**src/verilog/mandel_defines.svh**
```systemverilog
`ifndef MANDEL_DEFINES_SVH
`define MANDEL_DEFINES_SVH

// width of every fixed point value
// format is 2.(width-2) so 8 bits give two integer and six fraction bits
`define MANDEL_WIDTH 8

// grid counters for x and y
`define MANDEL_COORD_BITS 6

// iteration limit per pixel
`define MANDEL_MAX_ITER 31

// derived fraction bit count used by the step arithmetic
`define MANDEL_FRAC_BITS (`MANDEL_WIDTH - 2)

`endif
```
**src/verilog/mandel_pkg.sv**
```systemverilog
`default_nettype none

`include "mandel_defines.svh"

package mandel_pkg;

    // count must be able to hold the limit itself
    localparam int ITER_BITS = $clog2(`MANDEL_MAX_ITER + 1);

    typedef logic signed [`MANDEL_WIDTH-1:0] fix_t;      // c, z and step
    typedef logic [`MANDEL_COORD_BITS-1:0]   coord_t;    // grid index
    typedef logic [ITER_BITS-1:0]            iter_t;     // iteration count

    // why a pixel stopped iterating
    typedef enum logic [1:0] {
        EXIT_ESCAPED  = 2'd0,   // |z|^2 went above 4
        EXIT_OVERFLOW = 2'd1,   // next z left the number range
        EXIT_BOUNDED  = 2'd2    // ran into the limit
    } exit_t;

endpackage

`default_nettype wire

```
**src/verilog/mandel_top.sv**
```systemverilog
`timescale 1ns/1ns
`default_nettype none

// mandelbrot pixel engine, coordinate generator feeding one iteration unit
module mandel_top import mandel_pkg::*; (
    input  logic   clk,
    input  logic   rst_n,
    input  logic   start,
    input  fix_t   cr0,         // top left corner
    input  fix_t   ci0,
    input  fix_t   step,        // same step in both directions
    input  coord_t cols,
    input  coord_t rows,
    output logic   pix_valid,
    output coord_t pix_x,
    output coord_t pix_y,
    output iter_t  pix_iter,
    output exit_t  pix_exit,
    output logic   frame_done,
    output logic   busy
);
    logic   start_ok;           // start that actually opens a frame
    logic   c_valid;
    logic   c_last;
    fix_t   c_r, c_i;
    coord_t c_x, c_y;
    logic   take;

    assign start_ok = start && !busy;   // starts during a frame are dropped

    // frame in progress
    always_ff @(posedge clk or negedge rst_n) begin
        if (!rst_n) begin
            busy <= 1'b0;
        end else if (start_ok) begin
            busy <= 1'b1;
        end else if (frame_done) begin
            busy <= 1'b0;
        end
    end

    mandel_coord_gen i_coord_gen (
        .clk     (clk),
        .rst_n   (rst_n),
        .start   (start_ok),
        .cr0     (cr0),
        .ci0     (ci0),
        .step    (step),
        .cols    (cols),
        .rows    (rows),
        .take    (take),
        .c_valid (c_valid),
        .c_r     (c_r),
        .c_i     (c_i),
        .c_x     (c_x),
        .c_y     (c_y),
        .c_last  (c_last)
    );

    mandel_iter_unit i_iter_unit (
        .clk        (clk),
        .rst_n      (rst_n),
        .c_valid    (c_valid),
        .c_last     (c_last),
        .c_r        (c_r),
        .c_i        (c_i),
        .c_x        (c_x),
        .c_y        (c_y),
        .take       (take),
        .pix_valid  (pix_valid),
        .pix_x      (pix_x),
        .pix_y      (pix_y),
        .pix_iter   (pix_iter),
        .pix_exit   (pix_exit),
        .frame_done (frame_done)
    );

endmodule

`default_nettype wire

```
**src/verilog/mandel_iter_unit.sv**
```systemverilog
`timescale 1ns/1ns
`default_nettype none

`include "mandel_defines.svh"

// second stage
// iterates one pixel at a time, one alu step per clock
module mandel_iter_unit import mandel_pkg::*; (
    input  logic   clk,
    input  logic   rst_n,
    input  logic   c_valid,
    input  logic   c_last,
    input  fix_t   c_r,
    input  fix_t   c_i,
    input  coord_t c_x,
    input  coord_t c_y,
    output logic   take,
    output logic   pix_valid,
    output coord_t pix_x,
    output coord_t pix_y,
    output iter_t  pix_iter,
    output exit_t  pix_exit,
    output logic   frame_done
);
    typedef enum logic {ST_IDLE, ST_ITER} state_t;

    state_t state;
    fix_t   cr_q, ci_q;            // c of the pixel in work
    fix_t   zr_q, zi_q;
    iter_t  cnt_q;                 // completed steps k
    iter_t  cnt_inc;
    coord_t x_q, y_q;
    logic   last_q;                // this pixel closes the frame
    fix_t   zr_nxt, zi_nxt;
    logic   escape, overflow;
    logic   done;                  // final evaluation this cycle
    iter_t  res_iter;
    exit_t  res_exit;

    mandelbrot_alu i_alu (
        .cr       (cr_q),
        .ci       (ci_q),
        .zr       (zr_q),
        .zi       (zi_q),
        .zr_next  (zr_nxt),
        .zi_next  (zi_nxt),
        .escape   (escape),
        .overflow (overflow)
    );

    assign take    = c_valid && (state == ST_IDLE);
    assign cnt_inc = cnt_q + iter_t'(1);

    // exit priority, escape first then overflow then the limit
    always_comb begin
        done     = 1'b1;
        res_exit = EXIT_ESCAPED;
        res_iter = cnt_q;
        if (escape) begin
            res_exit = EXIT_ESCAPED;
        end else if (overflow) begin
            res_exit = EXIT_OVERFLOW;
            res_iter = cnt_inc;
        end else if (cnt_inc == iter_t'(`MANDEL_MAX_ITER)) begin
            res_exit = EXIT_BOUNDED;
            res_iter = cnt_inc;
        end else begin
            done = 1'b0;           // keep going
        end
    end

    always_ff @(posedge clk or negedge rst_n) begin
        if (!rst_n) begin
            state      <= ST_IDLE;
            pix_valid  <= 1'b0;
            frame_done <= 1'b0;
        end else begin
            pix_valid  <= 1'b0;
            frame_done <= 1'b0;
            case (state)
                ST_IDLE: if (take) state <= ST_ITER;
                ST_ITER: begin
                    if (done) begin
                        state      <= ST_IDLE;     // ready again with pix_valid
                        pix_valid  <= 1'b1;
                        frame_done <= last_q;
                    end
                end
                default: state <= ST_IDLE;
            endcase
        end
    end

    // working registers and result capture
    always_ff @(posedge clk) begin
        if (take) begin
            cr_q   <= c_r;
            ci_q   <= c_i;
            zr_q   <= '0;
            zi_q   <= '0;
            cnt_q  <= '0;
            x_q    <= c_x;
            y_q    <= c_y;
            last_q <= c_last;
        end else if (state == ST_ITER && !done) begin
            zr_q  <= zr_nxt;
            zi_q  <= zi_nxt;
            cnt_q <= cnt_inc;
        end
        if (state == ST_ITER && done) begin
            pix_x    <= x_q;
            pix_y    <= y_q;
            pix_iter <= res_iter;
            pix_exit <= res_exit;
        end
    end

endmodule

`default_nettype wire

```
**src/verilog/mandel_coord_gen.sv**
```systemverilog
`timescale 1ns/1ns
`default_nettype none

// first stage
// walks the grid row by row and keeps one c ready for the iteration unit
module mandel_coord_gen import mandel_pkg::*; (
    input  logic   clk,
    input  logic   rst_n,
    input  logic   start,       // already filtered against busy at the top
    input  fix_t   cr0,
    input  fix_t   ci0,
    input  fix_t   step,
    input  coord_t cols,
    input  coord_t rows,
    input  logic   take,        // consumer grabbed the current item
    output logic   c_valid,
    output fix_t   c_r,
    output fix_t   c_i,
    output coord_t c_x,
    output coord_t c_y,
    output logic   c_last
);
    logic last_col;
    logic last_row;

    // config is stable for the whole frame so compare against it directly
    assign last_col = (c_x == cols - coord_t'(1));
    assign last_row = (c_y == rows - coord_t'(1));
    assign c_last   = last_col && last_row;

    // valid flag and grid position
    always_ff @(posedge clk or negedge rst_n) begin
        if (!rst_n) begin
            c_valid <= 1'b0;
            c_x     <= '0;
            c_y     <= '0;
        end else if (!c_valid) begin
            if (start) begin
                c_valid <= 1'b1;           // pixel (0,0) next cycle
                c_x     <= '0;
                c_y     <= '0;
            end
        end else if (take) begin
            if (c_last) begin
                c_valid <= 1'b0;           // frame fully handed over
            end else if (last_col) begin
                c_x <= '0;
                c_y <= c_y + coord_t'(1);
            end else begin
                c_x <= c_x + coord_t'(1);
            end
        end
    end

    // running c accumulators, add instead of multiply
    always_ff @(posedge clk) begin
        if (!c_valid && start) begin
            c_r <= cr0;
            c_i <= ci0;
        end else if (c_valid && take && !c_last) begin
            if (last_col) begin
                c_r <= cr0;                // back to the left edge
                c_i <= c_i + step;         // wraps in the fixed width
            end else begin
                c_r <= c_r + step;
            end
        end
    end

endmodule

`default_nettype wire

```
**src/verilog/mandelbrot_alu.sv**
```systemverilog
`timescale 1ns/1ns
`default_nettype none

`include "mandel_defines.svh"

// one step of z <- z^2 + c, purely combinational
module mandelbrot_alu import mandel_pkg::*; (
    input  fix_t cr,
    input  fix_t ci,
    input  fix_t zr,
    input  fix_t zi,
    output fix_t zr_next,
    output fix_t zi_next,
    output logic escape,
    output logic overflow
);
    localparam int W  = `MANDEL_WIDTH;
    localparam int F  = `MANDEL_FRAC_BITS;
    localparam int XW = W + 3;                       // room for the untruncated results

    // escape threshold 4.0 in the scaled domain
    localparam logic [XW-1:0] ESC_LIMIT = XW'(4) << F;

    logic signed [2*W-1:0] m_rr;                     // zr*zr
    logic signed [2*W-1:0] m_ii;                     // zi*zi
    logic signed [2*W-1:0] m_ri;                     // zr*zi
    logic signed [2*W:0]   diff_sq;                  // zr^2 - zi^2, one guard bit
    logic signed [2*W:0]   twice_ri;                 // 2*zr*zi
    logic        [2*W:0]   sum_sq;                   // zr^2 + zi^2, never negative
    logic signed [XW-1:0]  rr_scaled;
    logic signed [XW-1:0]  ri_scaled;
    logic signed [XW-1:0]  zr_full;
    logic signed [XW-1:0]  zi_full;
    logic                  ovf_r;
    logic                  ovf_i;

    // full precision products
    assign m_rr = zr * zr;
    assign m_ii = zi * zi;
    assign m_ri = zr * zi;

    assign diff_sq  = m_rr - m_ii;
    assign twice_ri = m_ri <<< 1;

    // dropping the low F bits of a two's complement value is a floor
    assign rr_scaled = diff_sq[2*W:F];
    assign ri_scaled = twice_ri[2*W:F];

    assign zr_full = rr_scaled + cr;                 // cr sign extended
    assign zi_full = ri_scaled + ci;

    // truncate back to the working width
    assign zr_next = zr_full[W-1:0];
    assign zi_next = zi_full[W-1:0];

    // result fits only if every bit above the sign equals it
    assign ovf_r    = !((&zr_full[XW-1:W-1]) || !(|zr_full[XW-1:W-1]));
    assign ovf_i    = !((&zi_full[XW-1:W-1]) || !(|zi_full[XW-1:W-1]));
    assign overflow = ovf_r || ovf_i;

    // magnitude check is on the incoming z
    assign sum_sq = {1'b0, m_rr} + {1'b0, m_ii};   // squares are non-negative
    assign escape = (sum_sq[2*W:F] > ESC_LIMIT);

endmodule

`default_nettype wire

```
**config.mk**
```make
export PLATFORM = sky130hd
export DESIGN_NAME = mandel_top
export DESIGN_NICKNAME = d
export VERILOG_FILES = /design/src/verilog/mandel_pkg.sv /design/src/verilog/mandel_top.sv /design/src/verilog/mandel_iter_unit.sv /design/src/verilog/mandel_coord_gen.sv /design/src/verilog/mandelbrot_alu.sv
export VERILOG_INCLUDE_DIRS = /design/src /design/src/verilog
export SDC_FILE = /design/constraint.sdc
export NUM_CORES = 1
export LEC_CHECK = 0
export BUFFER_PORTS_ARGS = -buffer_cell sky130_fd_sc_hd__buf_2
export CELL_PAD_IN_SITES_DETAIL_PLACEMENT = 1
export CELL_PAD_IN_SITES_GLOBAL_PLACEMENT = 2
export CORE_MARGIN = 4
export CORE_UTILIZATION = 40
export DETAILED_ROUTE_END_ITERATION = 10
export GPL_ROUTABILITY_DRIVEN = 0
export PLACE_DENSITY_LB_ADDON = 0.1
export RECOVER_POWER = 50
export SLEW_MARGIN = 10
export SYNTH_ARGS = -nofsm -noshare
export SYNTH_HDL_FRONTEND = slang
export SYNTH_SLANG_ARGS = --single-unit
```
**constraint.sdc**
```tcl
create_clock -name clk -period 10.1 [get_ports clk]
set_input_delay 2.02 -clock clk [delete_from_list [all_inputs] [get_ports clk]]
set_output_delay 2.02 -clock clk [all_outputs]
set_load 0.005 [all_outputs]
```
==> Yosys cells after proc, flatten, opt, wreduce, memory -nomap -nowiden <==
Index checks and enable logic that the tools add are counted.
{ "totals": {"out_inout_bits": 22, "register_bits": 102, "word_cells": 111} }
{ "classes": {"mul": 3, "add_sub_neg": 11, "bitwise_logic": 1, "mux": 36, "reduce_logical": 31, "order_cmp": 1, "eq_ne": 6} }
{ "ops": {"columns": ["operator", "count"], "rows": [
  ["6-bit 2-to-1 mux", 9],
  ["8-bit by 8-bit multiplier with 16-bit output", 3],
  ["8-bit 2-to-1 mux", 6],
  ["11-bit by 8-bit adder with 11-bit output", 2],
  ["16-bit by 16-bit adder with 17-bit output", 1],
  ["16-bit by 16-bit subtractor with 17-bit output", 1],
  ["8-bit adder", 2],
  ["1-bit 2-to-1 mux", 16],
  ["5-bit 2-to-1 mux", 3],
  ["6-bit by 1-bit adder with 6-bit output (second input constant)", 2],
  ["6-bit == test", 2],
  ["4-bit AND reduction", 3],
  ["6-bit by 1-bit subtractor with 6-bit output (second input constant)", 2],
  ["11-bit by 9-bit greater-than comparator with 1-bit output (second input constant)", 1],
  ["1-bit logical AND", 8],
  ["1-bit zero test", 8],
  ["2-bit nonzero test", 4],
  ["4-bit OR reduction", 2],
  ["5-bit by 1-bit adder with 5-bit output (second input constant)", 1],
  ["5-bit == test (second input constant)", 1],
  ["2-bit != test (second input constant)", 2],
  ["1-bit logical OR", 3],
  ["3-bit AND reduction", 1],
  ["2-bit 2-to-1 mux", 1],
  ["5 further kinds", 5]
]} }

==> Longest topological paths before layout <==
Gate-level depths: netlist (run 1).
{ "logic_depth": {"ltp_word": 12, "ltp_mapped": 38, "mapped_depth_nobuf": 35} }

==> Modules after synthesis <==
Synthesis (run 1) repeated with hierarchy kept, for this count alone.
{ "unflattened": {"cells_unflattened": 1452, "hier_area_um2": 13385.3} }
{ "by_module_without_submodules": {"columns": ["module", "seq_area_each_um2", "area_each_um2", "instances", "cells_per_inst"], "rows": [
  ["mandelbrot_alu", 0.0, 8405.6, 1, 1011],
  ["mandel_iter_unit", 1936.9, 2643.8, 1, 182],
  ["mandel_coord_gen", 805.8, 2296.0, 1, 255],
  ["mandel_top", 25.0, 40.0, 1, 4]
]} }

==> Least setup slack after synthesis (run 1) <==
OpenSTA, ideal clock, no wires.
{ "synth_timing": {"path_kind": "flip-flop to flip-flop", "from": "register i_iter_unit.zi_q[1]", "to": "register i_iter_unit.pix_exit[0], enable pin", "t_arrival_ns": 8.314, "setup_slack_ns": 1.376, "n_path_buf": 3, "setup_ns": 0.409, "stages_incl_launch_ff": 35, "synth_period_minus_slack_ns": 8.724, "path_cell_list": "dfxtp_1 > clkbuf_1 > clkbuf_1 > and2_1 > ha_1 > inv_1 > fa_1 > inv_1 > ha_1 > inv_1 > fa_1 > inv_1 > ha_1 > a21o_1 > a21oi_1 > xnor2_1 > inv_1 > ha_1 > or4_1 > a2111oi_0 > a211o_1 > nor4_1 > nor3_1 > o21ai_0 > xnor2_1 > ha_1 > or3_1 > o21ai_0 > nor4_1 > or4_1 > mux2_2 > o211ai_1 > o221a_2 > buf_6 > a31oi_1"} }
{ "synth_between": {"elab_chain_cells": 11, "elab_cells_between_ends": 21, "cone_classes": "4 x add/sub; 2 x mul; 1 x order compare; 2 x mux; 12 x reduce/logical"} }
{ "synth_rtl": {"columns": ["item", "line_no", "rtl"], "rows": [
  ["start: declaration", "mandel_iter_unit.sv:29", "fix_t zr_q, zi_q;"],
  ["start signal: assignment", "mandel_iter_unit.sv:107", "zi_q <= zi_nxt;"],
  ["8-bit by 8-bit multiplier with 16-bit output", "mandelbrot_alu.sv:39", "assign m_ii = zi * zi;"],
  ["16-bit by 16-bit subtractor with 17-bit output", "mandelbrot_alu.sv:42", "assign diff_sq = m_rr - m_ii;"],
  ["11-bit by 8-bit adder with 11-bit output", "mandelbrot_alu.sv:49", "assign zr_full = rr_scaled + cr;"],
  ["4-bit OR reduction", "mandelbrot_alu.sv:57", "assign ovf_r = !((&zr_full[XW-1:W-1]) || !(|zr_full[XW-1:W-1]));"],
  ["1-bit zero test", "mandelbrot_alu.sv:57", null],
  ["1-bit logical OR", "mandelbrot_alu.sv:57", null],
  ["1-bit zero test", "mandelbrot_alu.sv:57", null],
  ["1-bit logical OR", "mandelbrot_alu.sv:59", "assign overflow = ovf_r || ovf_i;"],
  ["1-bit 2-to-1 mux", "mandel_iter_unit.sv:61", "end else if (overflow) begin"],
  ["1-bit 2-to-1 mux *", "mandel_iter_unit.sv:59", "if (escape) begin"],
  ["1-bit logical AND *", "mandel_iter_unit.sv:110", "if (state == ST_ITER && done) begin"],
  ["end signal: assignment", "mandel_iter_unit.sv:114", "pix_exit <= res_exit;"],
  ["end: declaration", "mandel_iter_unit.sv:22", "output exit_t pix_exit,"]
]} }
Every way passes the cells marked *; elsewhere a longest branch is shown, timed or not.
A chain may end at the register's enable or synchronous reset.

==> Worst setup path after layout (run 1) <==
{ "layout_timing": {"from": "register i_iter_unit.zi_q[7]", "to": "register i_iter_unit.zr_q[0]"} }
{ "layout_between": {"elab_chain_cells": 12, "elab_cells_between_ends": 22, "cone_classes": "4 x add/sub; 2 x mul; 1 x order compare; 2 x mux; 13 x reduce/logical"} }
{ "layout_rtl": {"columns": ["item", "line_no", "rtl"], "rows": [
  ["8-bit by 8-bit multiplier with 16-bit output", "mandelbrot_alu.sv:39", null],
  ["16-bit by 16-bit subtractor with 17-bit output", "mandelbrot_alu.sv:42", null],
  ["11-bit by 8-bit adder with 11-bit output", "mandelbrot_alu.sv:49", null],
  ["4-bit OR reduction", "mandelbrot_alu.sv:57", null],
  ["1-bit zero test", "mandelbrot_alu.sv:57", null],
  ["1-bit logical OR", "mandelbrot_alu.sv:57", null],
  ["1-bit zero test", "mandelbrot_alu.sv:57", null],
  ["1-bit logical OR", "mandelbrot_alu.sv:59", null],
  ["1-bit 2-to-1 mux", "mandel_iter_unit.sv:61", null],
  ["1-bit 2-to-1 mux *", "mandel_iter_unit.sv:59", null],
  ["1-bit zero test *", "mandel_iter_unit.sv:105", "end else if (state == ST_ITER && !done) begin"],
  ["1-bit logical AND *", "mandel_iter_unit.sv:105", null],
  ["end signal: assignment", "mandel_iter_unit.sv:106", "zr_q <= zr_nxt;"],
  ["end: declaration", "mandel_iter_unit.sv:29", null]
]} }
Marked as above.

==> results.py, run 1 <==
metrics = {
    "setup_path": {
        "worstPathMaxFanout": 20,
        "cp_slowest_cell": "dfxtp_1",
        "crit_type": "reg -> reg",
        "endpoint_kind": "flip-flop",
        "required_ns": 10.33,
        "crit_arrival_ns": 9.50,
        "crit_path_max_incr_delay_ns": 0.82,
        "start_kind": "flip-flop",
    },
    "synthesis": {
        "syn_area_mm2": 0.0133,
        "synthAdderAreaFrac_pct": 36.2,
        "synthCells": 1429,
        "ys_types": 74,
        "postSynth.asyncResetShare_pct": 16.7,
        "yosysSeqAreaShare_pct": 20.8,
        "synth-warning-count": 0,
        "synthesis.nets": 1765,
        "synth_mux_area_share_pct": 1.77,
        "synth-seq-cells": 102,
        "synth_compound_area_share_pct": 11.2,
        "synth_edf_count": 64,
        "synth_top_family_by_area": "adder cells",
        "synth_ff_type": "edfxtp_1",
        "synthXorXnorAreaFrac_pct": 7.98,
        "avgSynthCellArea_um2": 9.33,
        "synthSimpleGateAreaFrac_pct": 13.1,
    },
    "clocking": {
        "clk_latency_ns": 0.36,
        "post_cts_buffers": 0,
        "htreeDepth": 3,
        "clkTransAtPathRegs_ns": 0.08,
        "clock_path_buffers": 2,
        "numCtsBuffers": 9,
        "root_buffer": "clkbuf_16",
        "cts_hold_buffers": 0,
        "post_cts_resized": 0,
        "clock-sinks": 102,
        "cts_tree": "done",
    },
    "status": {
        "status": "finished, violations left",
        "violations": "capacitance limit, slew limit",
    },
    "timing": {
        "worst_pin_slew_ns": 2.03,
        "hold_viol": 0,
        "max_freq_mhz": 108,
        "final-max-slew-violation-count": 34,
        "setup_viol": 0,
        "setup_ws_ns": 0.836,
        "fin_crit_sh_pct": 91.7,
        "relSlewSlack_pct": -35.4,
        "finalCriticalPeriod_ns": 9.26,
        "grt_setup_unrepaired": "no",
        "worst_clock_skew_ns": 0.0168,
        "finalSetupTns_ns": 0,
    },
    "job": {
        "maxCapViolCount": 1,
    },
    "drt": {
        "viasPerCell": 5.04,
        "drcViolationCount": 0,
        "first_iter_violations": 285,
        "vias": 9656,
        "drtAntennaViolNets": 0,
        "drt_wl_total_mm": 33.8,
        "dr.pass1.iters": 4,
        "wl_per_cell_um": 17.7,
    },
    "pwr": {
        "ir_drop_v": 0.0000982,
        "power.leakage_nw": 6.89,
        "power_density_mw_per_mm2": 153,
        "totalPowerFinal_mw": 2.20,
    },
    "layout": {
        "diodes": 0,
        "multi_input_area_mm2": 0.00938,
        "seq_area_mm2": 0.00277,
        "nNetsFinal": 1804,
        "fin_cells": 1915,
        "synthToLayoutAreaGrowth_pct": 7.88,
        "nFillCells": 3850,
        "drive_gt1_share_pct": 6.31,
        "layout_commonest_cell": "inv_1",
        "layout_common_cells": "inv_1, ha_1, fa_1",
        "final_core_util_pct": 44.0,
    },
    "grt": {
        "grt_pass1_wl_mm": 57.0,
        "grt_max_degree": 34,
        "antenna_found_initial": 1,
        "grt_pass1_vias": 10700,
        "gr-usage-all-layers_pct": 19.5,
        "grt-ovfl-total": 0,
    },
    "place": {
        "io_buffer_count": 60,
        "place_inst": 1899,
        "dp_hpwl_mm": 28.6,
        "post-place-ws_ns": 0.973,
    },
    "floorplanning": {
        "rows": 66,
        "ios": 61,
        "die_w_um": 191,
        "die_area_mm2": 0.0363,
        "coreArea_mm2": 0.0327,
        "die_h_um": 191,
        "start_util_pct": 40.8,
    },
    "hold_path": {
        "hold_path_class": "reg -> reg",
    },
}
-- sequential cells by signal (all words and copies together) (netlist names), 2 cells and up --
name / flops
i_iter_unit.pix_iter: 5
i_iter_unit.x_q: 6
i_coord_gen.c_x: 6
i_coord_gen.c_y: 6
i_coord_gen.c_i: 8
i_iter_unit.zi_q: 8
i_iter_unit.pix_y: 6
i_iter_unit.ci_q: 8
i_iter_unit.zr_q: 8
i_iter_unit.cnt_q: 5
i_coord_gen.c_r: 8
i_iter_unit.pix_x: 6
i_iter_unit.cr_q: 8
i_iter_unit.y_q: 6
i_iter_unit.pix_exit: 2
-- cells in the mapped netlist (all sizes together), types with 6 or more instances --
| library cell | instances | area, µm² |
|---|---|---|
| o2111ai | 6 | 52.6 |
| nand2b | 17 | 106 |
| nand4 | 6 | 37.5 |
| edfxtp | 64 | 1920 |
| a211oi | 11 | 82.6 |
| ha | 152 | 1900 |
| dfxtp | 21 | 420 |
| or3 | 6 | 42.5 |
| o211ai | 6 | 45.0 |
| clkbuf | 37 | 139 |
| nor4 | 6 | 37.5 |
| xor2 | 32 | 280 |
| and3 | 8 | 50.1 |
| o21ai | 34 | 170 |
| o21bai | 24 | 180 |
| o21a | 6 | 45.0 |
| inv | 270 | 1010 |
| xnor2 | 87 | 762 |
| nor2 | 63 | 236 |
| mux2i | 18 | 180 |
| a21oi | 75 | 375 |
| fa | 145 | 2900 |
| nor2b | 13 | 81.3 |
| nand3 | 23 | 115 |
| dfrtp | 17 | 425 |
| nor3 | 22 | 121 |
| nand2 | 109 | 425 |
| and2 | 55 | 344 |
| a21o | 15 | 113 |
-- critical path, delay by kind of cell (launching register included) --
family	cells	cell delay [ns]
compound gates	8	2.03
buf+inv	4	0.51
fa+ha+maj	6	2.20
xor+xnor	5	1.17
simple gates	5	1.75
mux	2	0.65
flops	1	0.82
-- report_power, final --
group	internal (mW)	leakage (nW)	switching (mW)
Combinational	0.404	5.74	0.650
Sequential	0.658	0.992	0.114
Clock	0.200	0.154	0.173
-- metal layers --
metal / part of all wire (%) / wire length, µm / global-route usage (%) / vias to the layer above
met2: 47 / 15800 / 32.8 / 110
met4: 1.6 / 528 / 3.95 / 2
met5: 0.038 / 13 / 0 / -
li1: - / - / - / 4740
met3: 2.5 / 861 / 2.03 / 27
met1: 49 / 16600 / 27.6 / 4777
-- metrics by stage --
step	cell area (µm²)	hold WS [ns]
finish	14400	0.425
global route	14400	0.433
CTS	14400	0.426
detailed placement	14100	0.406
global placement	14100	0.400
floorplan	13300	0.400
-- cells by family after synthesis --
| kind of cell | after synthesis |
|---|---|
| mux | 23 |
| xor+xnor | 120 |
| flops | 102 |
| fa+ha+maj | 299 |
| compound gates | 224 |
| simple gates | 348 |
| buf+inv | 313 |
-- area by class of cell --
class	instances	area share [%]
clock buffers	10	1.59
clock inverters	6	0.600
inverters	271	7.07
multi-input cells	1014	65.2
flip-flops and latches	102	19.2
well taps	442	3.84
repair buffers	70	2.50
-- worst paths after layout --
check | depth (start not counted) | slack, ns | end | startpoint
setup / recovery | 30 | 0.84 | i_iter_unit.zr_q[0]$_SDFFE_PP0P_ | i_iter_unit.zi_q[7]$_SDFFE_PP0P_
hold / removal | 0 | 0.42 | i_iter_unit.pix_x[2]$_DFFE_PP_ | i_iter_unit.x_q[2]$_DFFE_PP_
setup reg to reg | 30 | 0.84 | i_iter_unit.zr_q[0]$_SDFFE_PP0P_ | i_iter_unit.zi_q[7]$_SDFFE_PP0P_
hold reg to reg | 0 | 0.42 | i_iter_unit.pix_x[2]$_DFFE_PP_ | i_iter_unit.x_q[2]$_DFFE_PP_
max in group asynchronous | 1 | 7.64 | i_coord_gen.c_x[3]$_DFFE_PN0P_ | rst_n
min in group asynchronous | 1 | 1.82 | i_iter_unit.state$_DFF_PN0_ | rst_n
Note: power is estimated with default switching activity, not from simulation.
==> run 2, diff against run 1 <==
BUFFER_PORTS_ARGS = -buffer_cell sky130_fd_sc_hd__clkbuf_2   (was -buffer_cell sky130_fd_sc_hd__buf_2)
CELL_PAD_IN_SITES_DETAIL_PLACEMENT = unset   (was 1)
CELL_PAD_IN_SITES_GLOBAL_PLACEMENT = unset   (was 2)
PLACE_DENSITY_LB_ADDON = unset   (was 0.1)
==> run 2 against run 1 <==
The flow still finishes with violations (capacitance limit, slew limit). Wire length shrank 13%. Critical path depth grew 1. Sequential share of layout area is essentially flat. Hold slack lost 0.0060 ns. Combinational power is essentially flat. Clock skew shrank 0.010 ns. Sequential power shrank 1%. Critical path type unchanged. Highest routed layer is now met4.
==> results.py, run 2 (synthesis gave the netlist of run 1 again) <==
metrics = {
    "clocking": {
        "numCtsBuffers": 9,
        "post_cts_resized": 0,
        "cts_hold_buffers": 0,
        "clock-sinks": 102,
        "htreeDepth": 3,
        "cts_tree": "done",
        "clock_path_buffers": 2,
        "root_buffer": "clkbuf_16",
        "post_cts_buffers": 0,
        "clkTransAtPathRegs_ns": 0.07,
        "clk_latency_ns": 0.35,
    },
    "place": {
        "dp_hpwl_mm": 24.4,
        "place_inst": 1898,
        "post_dp_cell_area_mm2": 0.0141,
        "post-place-ws_ns": 0.948,
        "io_buffer_count": 60,
    },
    "layout": {
        "layout_common_cells": "inv_1, ha_1, fa_1",
        "drive_gt1_share_pct": 6.32,
        "synthToLayoutAreaGrowth_pct": 7.85,
        "fin_cells": 1914,
        "final_area_mm2": 0.0144,
        "final_core_util_pct": 44.0,
        "diodes": 0,
        "nNetsFinal": 1803,
        "layout_commonest_cell": "inv_1",
    },
    "floorplanning": {
        "die_w_um": 191,
        "rows": 66,
        "ios": 61,
        "coreArea_mm2": 0.0327,
        "die_area_mm2": 0.0363,
        "start_util_pct": 40.8,
        "die_h_um": 191,
    },
    "timing": {
        "fin_crit_sh_pct": 88.1,
        "finalSetupTns_ns": 0,
        "final-max-slew-violation-count": 34,
        "hold_viol": 0,
        "relSlewSlack_pct": -31.2,
        "max_freq_mhz": 112,
        "setup_ws_ns": 1.20,
        "worst_clock_skew_ns": 0.00659,
        "fin_hold_ws_ns": 0.419,
        "grt_setup_unrepaired": "no",
        "setup_viol": 0,
        "worst_pin_slew_ns": 1.97,
        "finalCriticalPeriod_ns": 8.90,
    },
    "pwr": {
        "totalPowerFinal_mw": 2.14,
        "power_density_mw_per_mm2": 149,
        "power.leakage_nw": 6.90,
        "ir_drop_v": 0.000123,
    },
    "drt": {
        "viasPerCell": 5.05,
        "drcViolationCount": 0,
        "drtAntennaViolNets": 0,
        "first_iter_violations": 579,
        "dr.pass1.iters": 7,
        "drt_wl_total_mm": 29.3,
        "vias": 9666,
        "wl_per_cell_um": 15.3,
    },
    "hold_path": {
        "worstHoldStart": "i_iter_unit.y_q[1]$_DFFE_PP_",
        "hold_path_class": "reg -> reg",
        "hold_path_depth": 0,
        "worstHoldEndpoint": "i_iter_unit.pix_y[1]$_DFFE_PP_",
    },
    "setup_path": {
        "crit_path_frequent_cell": "ha_1",
        "crit_path_max_incr_delay_ns": 0.61,
        "rr_endpoint": "i_iter_unit.pix_y[0]$_DFFE_PP_",
        "endpoint_kind": "flip-flop",
        "cp_slowest_cell": "a31oi_4",
        "reg2reg_depth": 31,
        "crit_type": "reg -> reg",
        "cp_top_family": "compound AO/OA/AOI/OAI gates",
        "worstPathMaxFanout": 21,
        "r2r_start": "i_iter_unit.zr_q[0]$_SDFFE_PP0P_",
        "rrSetupSlack_ns": 1.20,
        "required_ns": 10.08,
        "crit_arrival_ns": 8.88,
        "critPathBufInv": 4,
        "start_kind": "flip-flop",
    },
    "grt": {
        "grt_max_degree": 34,
        "grt-ovfl-total": 0,
        "grt_pass1_vias": 9814,
        "antenna_found_initial": 0,
        "grt_pass1_wl_mm": 49.2,
        "gr-usage-all-layers_pct": 16.7,
    },
    "job": {
        "maxCapViolCount": 1,
    },
    "status": {
        "status": "finished, violations left",
        "violations": "capacitance limit, slew limit",
    },
}
==> run 2: changes by cell type in the layout (fill, tap and decap cells not counted) <==
cell      previous run  this run
a31oi_4              0         1
buf_2               50         0
clkinv_1             1         2
clkinv_4             0         1
clkbuf_2             0        51
buf_4                9         8
inv_6                2         1
a31oi_2              1         0
inv_8                2         1
clkinv_2             0         1
clkbuf_1            12        10
==> run 2: routing by layer <==
layer,global-route usage [%],wire length [µm],vias up
met5,0,0,-
met4,2.68,345,0
met3,1.48,877,29
met2,27.9,13900,171
met1,24.0,14200,4731
li1,-,-,4735
==> run 2: cell type report <==
type | instances | area (µm²)
multi-input combinational | 1014 | 9380
timing repair buffer | 69 | 353
sequential | 102 | 2770
clock inverter | 7 | 83.8
tap | 442 | 553
fill | 3197 | 18300
inverter | 271 | 1020
clock buffer | 9 | 225
==> run 2: worst max-delay path by stage <==
stage	startpoint	end	slack [ns]	cells past startpoint
after floorplan	i_iter_unit.zi_q[1]$_SDFFE_PP0P_	i_iter_unit.pix_exit[0]$_SDFFCE_PP0P_	1.38	34
after global placement	i_iter_unit.zi_q[4]$_SDFFE_PP0P_	i_iter_unit.pix_x[0]$_DFFE_PP_	1.15	28
after detailed placement	i_iter_unit.zr_q[0]$_SDFFE_PP0P_	i_iter_unit.pix_x[0]$_DFFE_PP_	0.95	31
after CTS	i_iter_unit.zr_q[0]$_SDFFE_PP0P_	i_iter_unit.pix_y[0]$_DFFE_PP_	0.93	31
after global routing	i_iter_unit.zr_q[0]$_SDFFE_PP0P_	i_iter_unit.pix_y[0]$_DFFE_PP_	0.50	31
final	i_iter_unit.zr_q[0]$_SDFFE_PP0P_	i_iter_unit.pix_y[0]$_DFFE_PP_	1.20	31
==> run 2: power by group <==
group	switching (mW)	leakage (nW)	internal, mW
combinational	0.616	5.75	0.401
clock	0.166	0.152	0.196
sequential	0.106	0.992	0.658
